<file path="src/include/usb_tx_macros.svh">
// Fixed constants of the USB full-speed transmit PHY.
// Only the bit sample count is meant to be overridden, through the BIT_SAMPLES parameter.
`ifndef USB_TX_MACROS_SVH
`define USB_TX_MACROS_SVH

// Clocks per bit time. The clock must run at 12 MHz times this value.
`define USB_TX_BIT_SAMPLES 4

// SYNC pattern sent LSB first: seven zeros, then a one.
`define USB_TX_SYNC_BYTE 8'h80

// A zero is inserted after this many consecutive ones.
`define USB_TX_STUFF_LIMIT 6

// SE0 bit times at the end of a packet.
`define USB_TX_EOP_SE0_BITS 2

`endif

</file>
<file path="src/usb_tx_pkg.sv">
// Types shared by the USB full-speed transmit PHY.
// Both enums are two bits wide and use every code.
package usb_tx_pkg;

   // Packet phase of the transmit controller.
   typedef enum logic [1:0] {
      ST_IDLE = 2'd0,
      ST_SYNC = 2'd1,
      ST_DATA = 2'd2,
      ST_EOP  = 2'd3
   } tx_state_e;

   // Serializer opcode, acted on only in bit tick cycles.
   typedef enum logic [1:0] {
      SH_HOLD      = 2'd0,
      SH_SHIFT     = 2'd1,
      SH_LOAD_SYNC = 2'd2,
      SH_LOAD_DATA = 2'd3
   } shift_op_e;

endpackage

</file>
<file path="src/usb_tx_bit_timer.sv">
// Bit period generator for the transmit PHY.
// BIT_SAMPLES must be 2 or more. The counter stays cleared while run_i is low,
// so the first tick after run_i rises comes BIT_SAMPLES-1 cycles later.
`include "usb_tx_macros.svh"

module usb_tx_bit_timer #(
   parameter int BIT_SAMPLES = `USB_TX_BIT_SAMPLES
) (
   input  logic clk_i,
   input  logic rstn_i,
   input  logic run_i,
   output logic bit_tick_o
);

   localparam int CNT_W = $clog2(BIT_SAMPLES);
   localparam logic [CNT_W-1:0] CNT_LAST = CNT_W'(BIT_SAMPLES - 1);

   logic [CNT_W-1:0] cnt_q;

   // The tick does not depend on run_i, so the closing tick of a packet
   // still fires in the cycle where the controller drops run.
   assign bit_tick_o = (cnt_q == CNT_LAST);

   always_ff @(posedge clk_i or negedge rstn_i) begin
      if (!rstn_i) begin
         cnt_q <= '0;
      end else if (!run_i || bit_tick_o) begin
         cnt_q <= '0;
      end else begin
         cnt_q <= cnt_q + 1'b1;
      end
   end

endmodule

</file>
<file path="src/usb_tx_ctrl.sv">
// Packet sequencer of the transmit PHY.
// Outputs describe the bit launched at the current tick and are only valid then.
// tx_valid_i must be high at the byte boundary and at the tick before it for the
// next byte to be taken, otherwise the packet ends with EOP.
`include "usb_tx_macros.svh"

module usb_tx_ctrl (
   input  logic                  clk_i,
   input  logic                  rstn_i,
   input  logic                  bit_tick_i,
   input  logic                  tx_valid_i,
   input  logic                  stuff_now_i,
   output usb_tx_pkg::shift_op_e shift_op_o,
   output logic                  tx_ready_o,
   output logic                  se0_req_o,
   output logic                  active_o,
   output logic                  run_o
);

   localparam logic [1:0] SE0_BITS = 2'(`USB_TX_EOP_SE0_BITS);
   // Count value at the tick that ends the trailing J bit.
   localparam logic [1:0] EOP_LAST = 2'(`USB_TX_EOP_SE0_BITS + 1);

   usb_tx_pkg::tx_state_e state_q;
   usb_tx_pkg::tx_state_e state_d;
   logic [2:0]            bit_cnt_q;
   logic [2:0]            bit_cnt_d;
   logic [1:0]            eop_cnt_q;
   logic [1:0]            eop_cnt_d;
   logic                  valid_q;
   logic                  load_ok;
   logic                  ready;

   assign load_ok    = tx_valid_i & valid_q;
   assign tx_ready_o = ready & bit_tick_i;
   assign run_o      = (state_q != usb_tx_pkg::ST_IDLE) | tx_valid_i;

   always_comb begin
      state_d    = state_q;
      bit_cnt_d  = bit_cnt_q;
      eop_cnt_d  = eop_cnt_q;
      shift_op_o = usb_tx_pkg::SH_HOLD;
      ready      = 1'b0;
      active_o   = 1'b1;
      se0_req_o  = 1'b0;
      case (state_q)
         usb_tx_pkg::ST_IDLE: begin
            active_o = 1'b0;
            // Preload SYNC so that its first bit goes out on the next tick.
            if (tx_valid_i) begin
               shift_op_o = usb_tx_pkg::SH_LOAD_SYNC;
               state_d    = usb_tx_pkg::ST_SYNC;
               bit_cnt_d  = 3'd0;
            end
         end
         usb_tx_pkg::ST_SYNC, usb_tx_pkg::ST_DATA: begin
            // A stuff bit freezes the bit counter while the serializer forces the zero.
            if (!stuff_now_i) begin
               if (bit_cnt_q == 3'd7) begin
                  bit_cnt_d = 3'd0;
                  if (load_ok) begin
                     shift_op_o = usb_tx_pkg::SH_LOAD_DATA;
                     ready      = 1'b1;
                     state_d    = usb_tx_pkg::ST_DATA;
                  end else begin
                     shift_op_o = usb_tx_pkg::SH_SHIFT;
                     state_d    = usb_tx_pkg::ST_EOP;
                     eop_cnt_d  = 2'd0;
                  end
               end else begin
                  shift_op_o = usb_tx_pkg::SH_SHIFT;
                  bit_cnt_d  = bit_cnt_q + 3'd1;
               end
            end
         end
         usb_tx_pkg::ST_EOP: begin
            // A pending stuff bit after the last byte goes out before SE0.
            if (!stuff_now_i) begin
               se0_req_o = (eop_cnt_q < SE0_BITS);
               if (eop_cnt_q == EOP_LAST) begin
                  active_o = 1'b0;
                  state_d  = usb_tx_pkg::ST_IDLE;
               end else begin
                  eop_cnt_d = eop_cnt_q + 2'd1;
               end
            end
         end
         default: begin
            state_d = usb_tx_pkg::ST_IDLE;
         end
      endcase
   end

   always_ff @(posedge clk_i or negedge rstn_i) begin
      if (!rstn_i) begin
         state_q   <= usb_tx_pkg::ST_IDLE;
         bit_cnt_q <= 3'd0;
         eop_cnt_q <= 2'd0;
         valid_q   <= 1'b0;
      end else if (bit_tick_i) begin
         state_q   <= state_d;
         bit_cnt_q <= bit_cnt_d;
         eop_cnt_q <= eop_cnt_d;
         valid_q   <= tx_valid_i;
      end
   end

endmodule

</file>
<file path="src/usb_tx_nrzi_driver.sv">
// NRZI encoder and line driver of the transmit PHY.
// All outputs come straight from registers updated on the bit tick, so dp, dn
// and the enable switch in the same clock edge. Idle line is J.

module usb_tx_nrzi_driver (
   input  logic clk_i,
   input  logic rstn_i,
   input  logic bit_tick_i,
   input  logic line_bit_i,
   input  logic se0_req_i,
   input  logic active_i,
   output logic tx_en_o,
   output logic dp_tx_o,
   output logic dn_tx_o
);

   logic nrzi_q;
   logic se0_q;
   logic en_q;

   always_ff @(posedge clk_i or negedge rstn_i) begin
      if (!rstn_i) begin
         nrzi_q <= 1'b1;
         se0_q  <= 1'b0;
         en_q   <= 1'b0;
      end else if (bit_tick_i) begin
         en_q  <= active_i;
         se0_q <= active_i & se0_req_i;
         // Back to J when idle, during SE0 and for the bit that follows it.
         if (!active_i || se0_req_i || se0_q) begin
            nrzi_q <= 1'b1;
         end else if (!line_bit_i) begin
            nrzi_q <= ~nrzi_q;
         end
      end
   end

   assign tx_en_o = en_q;
   assign dp_tx_o = nrzi_q & ~se0_q;
   assign dn_tx_o = ~nrzi_q & ~se0_q;

endmodule

</file>
<file path="src/usb_tx_phy.sv">
// USB 2.0 full-speed transmit PHY with SYNC, LSB-first serialization, bit stuffing,
// NRZI and EOP. Clock must be 12 MHz times BIT_SAMPLES, with BIT_SAMPLES >= 2.
// tx_data_i is taken in the single cycle where tx_ready_o is high.
// No CRC, low-speed, resume or bus reset signaling.
`include "usb_tx_macros.svh"

module usb_tx_phy #(
   parameter int BIT_SAMPLES = `USB_TX_BIT_SAMPLES
) (
   input  logic       clk_i,
   input  logic       rstn_i,
   input  logic       tx_valid_i,
   input  logic [7:0] tx_data_i,
   output logic       tx_ready_o,
   output logic       tx_en_o,
   output logic       dp_tx_o,
   output logic       dn_tx_o
);

   usb_tx_pkg::shift_op_e shift_op;
   logic                  bit_tick;
   logic                  run;
   logic                  stuff_now;
   logic                  line_bit;
   logic                  se0_req;
   logic                  active;

   usb_tx_bit_timer #(
      .BIT_SAMPLES(BIT_SAMPLES)
   ) i_bit_timer (
      .clk_i      (clk_i),
      .rstn_i     (rstn_i),
      .run_i      (run),
      .bit_tick_o (bit_tick)
   );

   usb_tx_ctrl i_ctrl (
      .clk_i       (clk_i),
      .rstn_i      (rstn_i),
      .bit_tick_i  (bit_tick),
      .tx_valid_i  (tx_valid_i),
      .stuff_now_i (stuff_now),
      .shift_op_o  (shift_op),
      .tx_ready_o  (tx_ready_o),
      .se0_req_o   (se0_req),
      .active_o    (active),
      .run_o       (run)
   );

   // The SE0 bits of every EOP clear the ones count, so each packet starts at zero.
   usb_tx_serializer i_serializer (
      .clk_i       (clk_i),
      .rstn_i      (rstn_i),
      .bit_tick_i  (bit_tick),
      .shift_op_i  (shift_op),
      .data_i      (tx_data_i),
      .clr_stuff_i (se0_req),
      .line_bit_o  (line_bit),
      .stuff_now_o (stuff_now)
   );

   usb_tx_nrzi_driver i_nrzi_driver (
      .clk_i      (clk_i),
      .rstn_i     (rstn_i),
      .bit_tick_i (bit_tick),
      .line_bit_i (line_bit),
      .se0_req_i  (se0_req),
      .active_i   (active),
      .tx_en_o    (tx_en_o),
      .dp_tx_o    (dp_tx_o),
      .dn_tx_o    (dn_tx_o)
   );

endmodule

</file>
<file path="src/usb_tx_serializer.sv">
// Byte serializer with bit stuffing for the transmit PHY.
// Bits leave LSB first. The ones counter runs across byte boundaries and is
// cleared by clr_stuff_i or by sending a stuffed zero.
`include "usb_tx_macros.svh"

module usb_tx_serializer (
   input  logic                  clk_i,
   input  logic                  rstn_i,
   input  logic                  bit_tick_i,
   input  usb_tx_pkg::shift_op_e shift_op_i,
   input  logic [7:0]            data_i,
   input  logic                  clr_stuff_i,
   output logic                  line_bit_o,
   output logic                  stuff_now_o
);

   localparam logic [2:0] STUFF_LIMIT = 3'(`USB_TX_STUFF_LIMIT);

   logic [7:0] shreg_q;
   logic [2:0] ones_q;
   logic       sends_bit;

   // Only a shift or a data load launches the current LSB.
   assign sends_bit = (shift_op_i == usb_tx_pkg::SH_SHIFT) ||
                      (shift_op_i == usb_tx_pkg::SH_LOAD_DATA);

   assign stuff_now_o = (ones_q == STUFF_LIMIT);
   assign line_bit_o  = stuff_now_o ? 1'b0 : shreg_q[0];

   // Register contents are held through a stuff bit whatever the opcode.
   always_ff @(posedge clk_i) begin
      if (bit_tick_i && !stuff_now_o) begin
         case (shift_op_i)
            usb_tx_pkg::SH_SHIFT:     shreg_q <= {1'b0, shreg_q[7:1]};
            usb_tx_pkg::SH_LOAD_SYNC: shreg_q <= `USB_TX_SYNC_BYTE;
            usb_tx_pkg::SH_LOAD_DATA: shreg_q <= data_i;
            default:                  shreg_q <= shreg_q;
         endcase
      end
   end

   // Run length of ones sent on the line.
   always_ff @(posedge clk_i or negedge rstn_i) begin
      if (!rstn_i) begin
         ones_q <= 3'd0;
      end else if (bit_tick_i) begin
         if (stuff_now_o || clr_stuff_i) begin
            ones_q <= 3'd0;
         end else if (sends_bit) begin
            if (shreg_q[0]) begin
               ones_q <= ones_q + 3'd1;
            end else begin
               ones_q <= 3'd0;
            end
         end
      end
   end

endmodule

</file>
<file path="config.mk">
export PLATFORM = sky130hd
export DESIGN_NAME = usb_tx_phy
export DESIGN_NICKNAME = d
export VERILOG_FILES = /design/src/usb_tx_pkg.sv /design/src/usb_tx_bit_timer.sv /design/src/usb_tx_ctrl.sv /design/src/usb_tx_nrzi_driver.sv /design/src/usb_tx_phy.sv /design/src/usb_tx_serializer.sv
export VERILOG_INCLUDE_DIRS = /design/src /design/src/include
export SDC_FILE = /design/constraint.sdc
export NUM_CORES = 1
export LEC_CHECK = 0
export BUFFER_PORTS_ARGS = -buffer_cell sky130_fd_sc_hd__buf_4
export CAP_MARGIN = 20
export CORE_AREA = 2 2 66 68
export DETAILED_ROUTE_END_ITERATION = 7
export DIE_AREA = 0 0 68 70
export PLACE_DENSITY = 0.59
export SLEW_MARGIN = 20
export SYNTH_ARGS = -nofsm -noshare
export SYNTH_HDL_FRONTEND = slang
export SYNTH_SLANG_ARGS = --single-unit
</file>
<file path="constraint.sdc">
create_clock -name clk_i -period 2.8 [get_ports clk_i]
set_input_delay 0.56 -clock clk_i [delete_from_list [all_inputs] [get_ports clk_i]]
set_output_delay 0.56 -clock clk_i [all_outputs]
set_load 0.05 [all_outputs]
</file>
==> flow_summary.yaml <==
finish:
  n_fill_cell: 420
  num_antenna_cells: 0
  fin_cells: 189
  synthToLayoutAreaGrowth_pct: 12.88
  fin_nets: 157
  final_layout_size_suffix_gt1_share_pct: 29.93
synth:
  async_flop_share_pct: 66.67
  syn_inst: 124
  synth_top_area_cell: "dfrtp_1"
  synth_nets: 143
  synthMuxAreaShare_pct: 12.16
  synth_compound_area_share_pct: 11.89
  yosysWarningCount: 0
  synth.distinct_cells: 43
  yosys.area_share.simple_pct: 16.67
  synth_top_family_by_area: "simple AND/OR/NAND/NOR gates"
  syn-cell-area_sq_um: 1389
  yosys_register_bits: 24
  synth_seq_area_share_pct: 46.22
  synth_top_area_share_pct: 27.03
  syn_avg_cell_area_sq_um: 11.20
  synth_xor_area_share_pct: 0
  yosysMostFrequentCell: "dfrtp_1"
  synthFlopType: "dfrtp_1"
  synth_adder_area_share_pct: 7.207
  synth.top_cells.by_count: "15 x dfrtp_1, 11 x mux2_2, 10 x inv_1, 9 x and3_1, 9 x nand2_1"
  synth_edf_count: 8
  synth_area_leaders: "dfrtp_1 27%, edfxtp_1 17%, mux2_2 8.9%, ha_1 7.2%, and3_1 4.1%"
critical_path:
  worstSetupStartpointType: "flip-flop"
  crit_fanout: 18
  path_buf_inv: 2
  crit_arrival_ps: 1880
  crit_family: "adder cells"
  path_class: "reg2out"
  end_kind: "primary output"
  rr_endpoint: "i_serializer.shreg_q[3]"
  r2r-start: "i_ctrl.state_q[0]"
  max_stage_delay_ps: 610
  path_cells: "inv_1 -> ha_1 -> nand3_2 -> nor2_1 -> buf_4"
  crit_required_ps: 2240
  rrSetupSlack_ps: 660
  critPathSlowestCell: "ha_1"
  worstSetupPathDepth: 5
  ff2ff_path_depth: 5
clock_network:
  cts_tree: "yes"
  insertion_delay_ps: 270
  cts-root-buf: "clkbuf_8"
  cts_max_path_buffers: 2
  cts_buffers: 3
  clock-sinks: 24
  clkTransAtPathRegs_ps: 90
  htree_num_levels: 1
  post_cts_resized: 0
  cts_hold_buf: 0
  post_cts_buffers: 0
floorplanning:
  start_util_pct: 33.51
  io_pins: 15
  rows: 24
  die_x_microns: 68
  core_region_area_sq_um: 4144
  die_h_microns: 70
  dieArea_sq_um: 4760
placed_design:
  gp_congestion: 0.7180
  io_buffer_count: 14
  placed_cells: 185
  hpwl_mm: 1.993
sta:
  setup_viol_count_final: 0
  relSlewSlack_pct: 65.63
  finalCritPeriodShare_pct: 87.28
  report.final.slew_viol_count: 0
  finalSetupTns_ps: 0
  finalHoldViolations: 0
  rsz0062_at_grt: "false"
  fmax_mhz: 409.2
  tightest_slew_ps: 515.6
  fin_crit_ps: 2444
  worst_clock_skew_ps: 7.987
pwr:
  internal-power_w: 0.0009215
  p_seq_share_pct: 36.5
  vdd_drop_max_v: 0.0002549
  p_leak_nw: 0.7065
  p_clk_share_pct: 13.5
  p_sw_w: 0.0006440
  switching_share_pct: 41.14
  power_frac_comb_pct: 50.0
  power_density_nw_per_um2: 998.6
global_routing:
  grt_usage_pct: 13.01
  grt_pass1_wl_mm: 4.664
  grt_antenna_before_repair: 0
  grt_pass1_vias: 1051
  grt_max_degree: 19
  overflow: 0
routing:
  drcViolationCount: 0
  wirelength_mm: 2.674
  first_pass_iters: 4
  drt_iter0_drc: 38
  via_per_inst: 5.079
  avgRoutedWirePerCell_microns: 14.15
  ant_nets: 0
  vias: 960
min_path:
  hold_path.class: "in2async"
run_status:
  status: "finished, final reports clean"
flow_run:
  max_cap_viol_count: 0
[power groups by stage]
stage          registers [W]  logic [W]  clock network (W)
4_1_cts             0.000574   0.000791           0.000221
5_1_grt             0.000590   0.000875           0.000236
6_report            0.000571   0.000783           0.000211
3_3_place_gp        0.000570   0.000760                  0
3_5_place_dp        0.000581   0.000787                  0
2_1_floorplan       0.000569   0.000642                  0
[sequential cells by signal (all words and copies together) (netlist names)]
| name | count |
|---|---|
| i_serializer.shreg_q | 8 |
| i_ctrl.bit_cnt_q | 3 |
| i_serializer.ones_q | 3 |
| i_bit_timer.cnt_q | 2 |
| i_ctrl.eop_cnt_q | 2 |
| i_ctrl.state_q | 2 |
| i_ctrl.valid_q | 1 |
| i_nrzi_driver.nrzi_q | 1 |
| i_nrzi_driver.se0_q | 1 |
| i_nrzi_driver.tx_en_o | 1 |
[worst max path at each step]
stage,slack [ps],start,end
after global placement,730,i_ctrl.state_q[0],tx_ready_o
after global routing,180,i_ctrl.state_q[1],tx_ready_o
after detailed placement,660,i_ctrl.state_q[0],tx_ready_o
final,360,i_ctrl.state_q[0],tx_ready_o
after CTS,350,i_ctrl.state_q[0],tx_ready_o
after floorplan,680,i_ctrl.bit_cnt_q[0],tx_ready_o
[cells by family (layout without fill, tap and decap cells)]
group / count (synthesis) / in the layout
AO/OA/AOI/OAI: 20 / 20
adder cells (fa/ha/maj): 8 / 8
buffers and inverters: 16 / 29
flip-flops: 24 / 24
multiplexers: 15 / 15
AND/OR/NAND/NOR: 41 / 41
[worst register-to-register path, cell delays in order, from the launching register on]
cell	delay, ps
dfrtp_1	380
inv_1	50
ha_1	610
nand3_2	180
a21oi_4	300
mux2_2	380
[through the flow]
stage                     util [%]  setup slack (ps)  power [W]  hold WS (ps)  cell area, sq um
after global routing         37.83             177.2   0.001701         143.5              1568
after CTS                    37.83             351.9   0.001586         139.5              1568
after detailed placement     36.75             656.9   0.001368         438.2              1523
after floorplan                  -             679.6   0.001211         264.4              1389
final                        37.83             356.3   0.001566         133.1              1568
after global placement       36.75             726.1   0.001330         419.5              1523
[routing by layer]
metal	track usage, %	part of all wire [%]	vias to the layer above
met3	2.415	3.0	5
li1	-	-	467
met5	0	0	-
met2	22.22	51	15
met4	6.444	1.9	0
met1	15.11	44	473
[cells in the final DEF, fill, tap and decap left out, drive strengths merged]
master	netlist	routed
nand2	10	10
nor2	6	6
nand4	1	1
mux2i	3	3
o31ai	1	1
nor4	1	1
o32a	1	1
nor2b	2	2
edfxtp	8	8
nor3	3	3
ha	8	8
mux2	12	12
a21oi	3	3
clkinv	0	1
o31a	1	1
a21o	2	2
o21ai	5	5
o21bai	1	1
nand2b	2	2
and3	10	10
a31oi	1	1
dfstp	1	1
buf	5	15
a22o	1	1
a21bo	1	1
clkbuf	1	3
a31o	1	1
and2	1	1
and4	1	1
a211oi	1	1
dfrtp	15	15
nor3b	1	1
nand3	3	3
o2111ai	1	1
inv	10	10
[cell type report]
type	instances	area, sq um	area share [%]
timing repair buffer	15	112.6	7.183
inverter	10	37.54	2.394
sequential	24	641.9	40.94
tap	52	65.06	4.150
multi-input combinational	84	665.6	42.46
clock buffer	3	41.29	2.634
clock inverter	1	3.754	0.2394
Power figures use the tool's default switching activity.
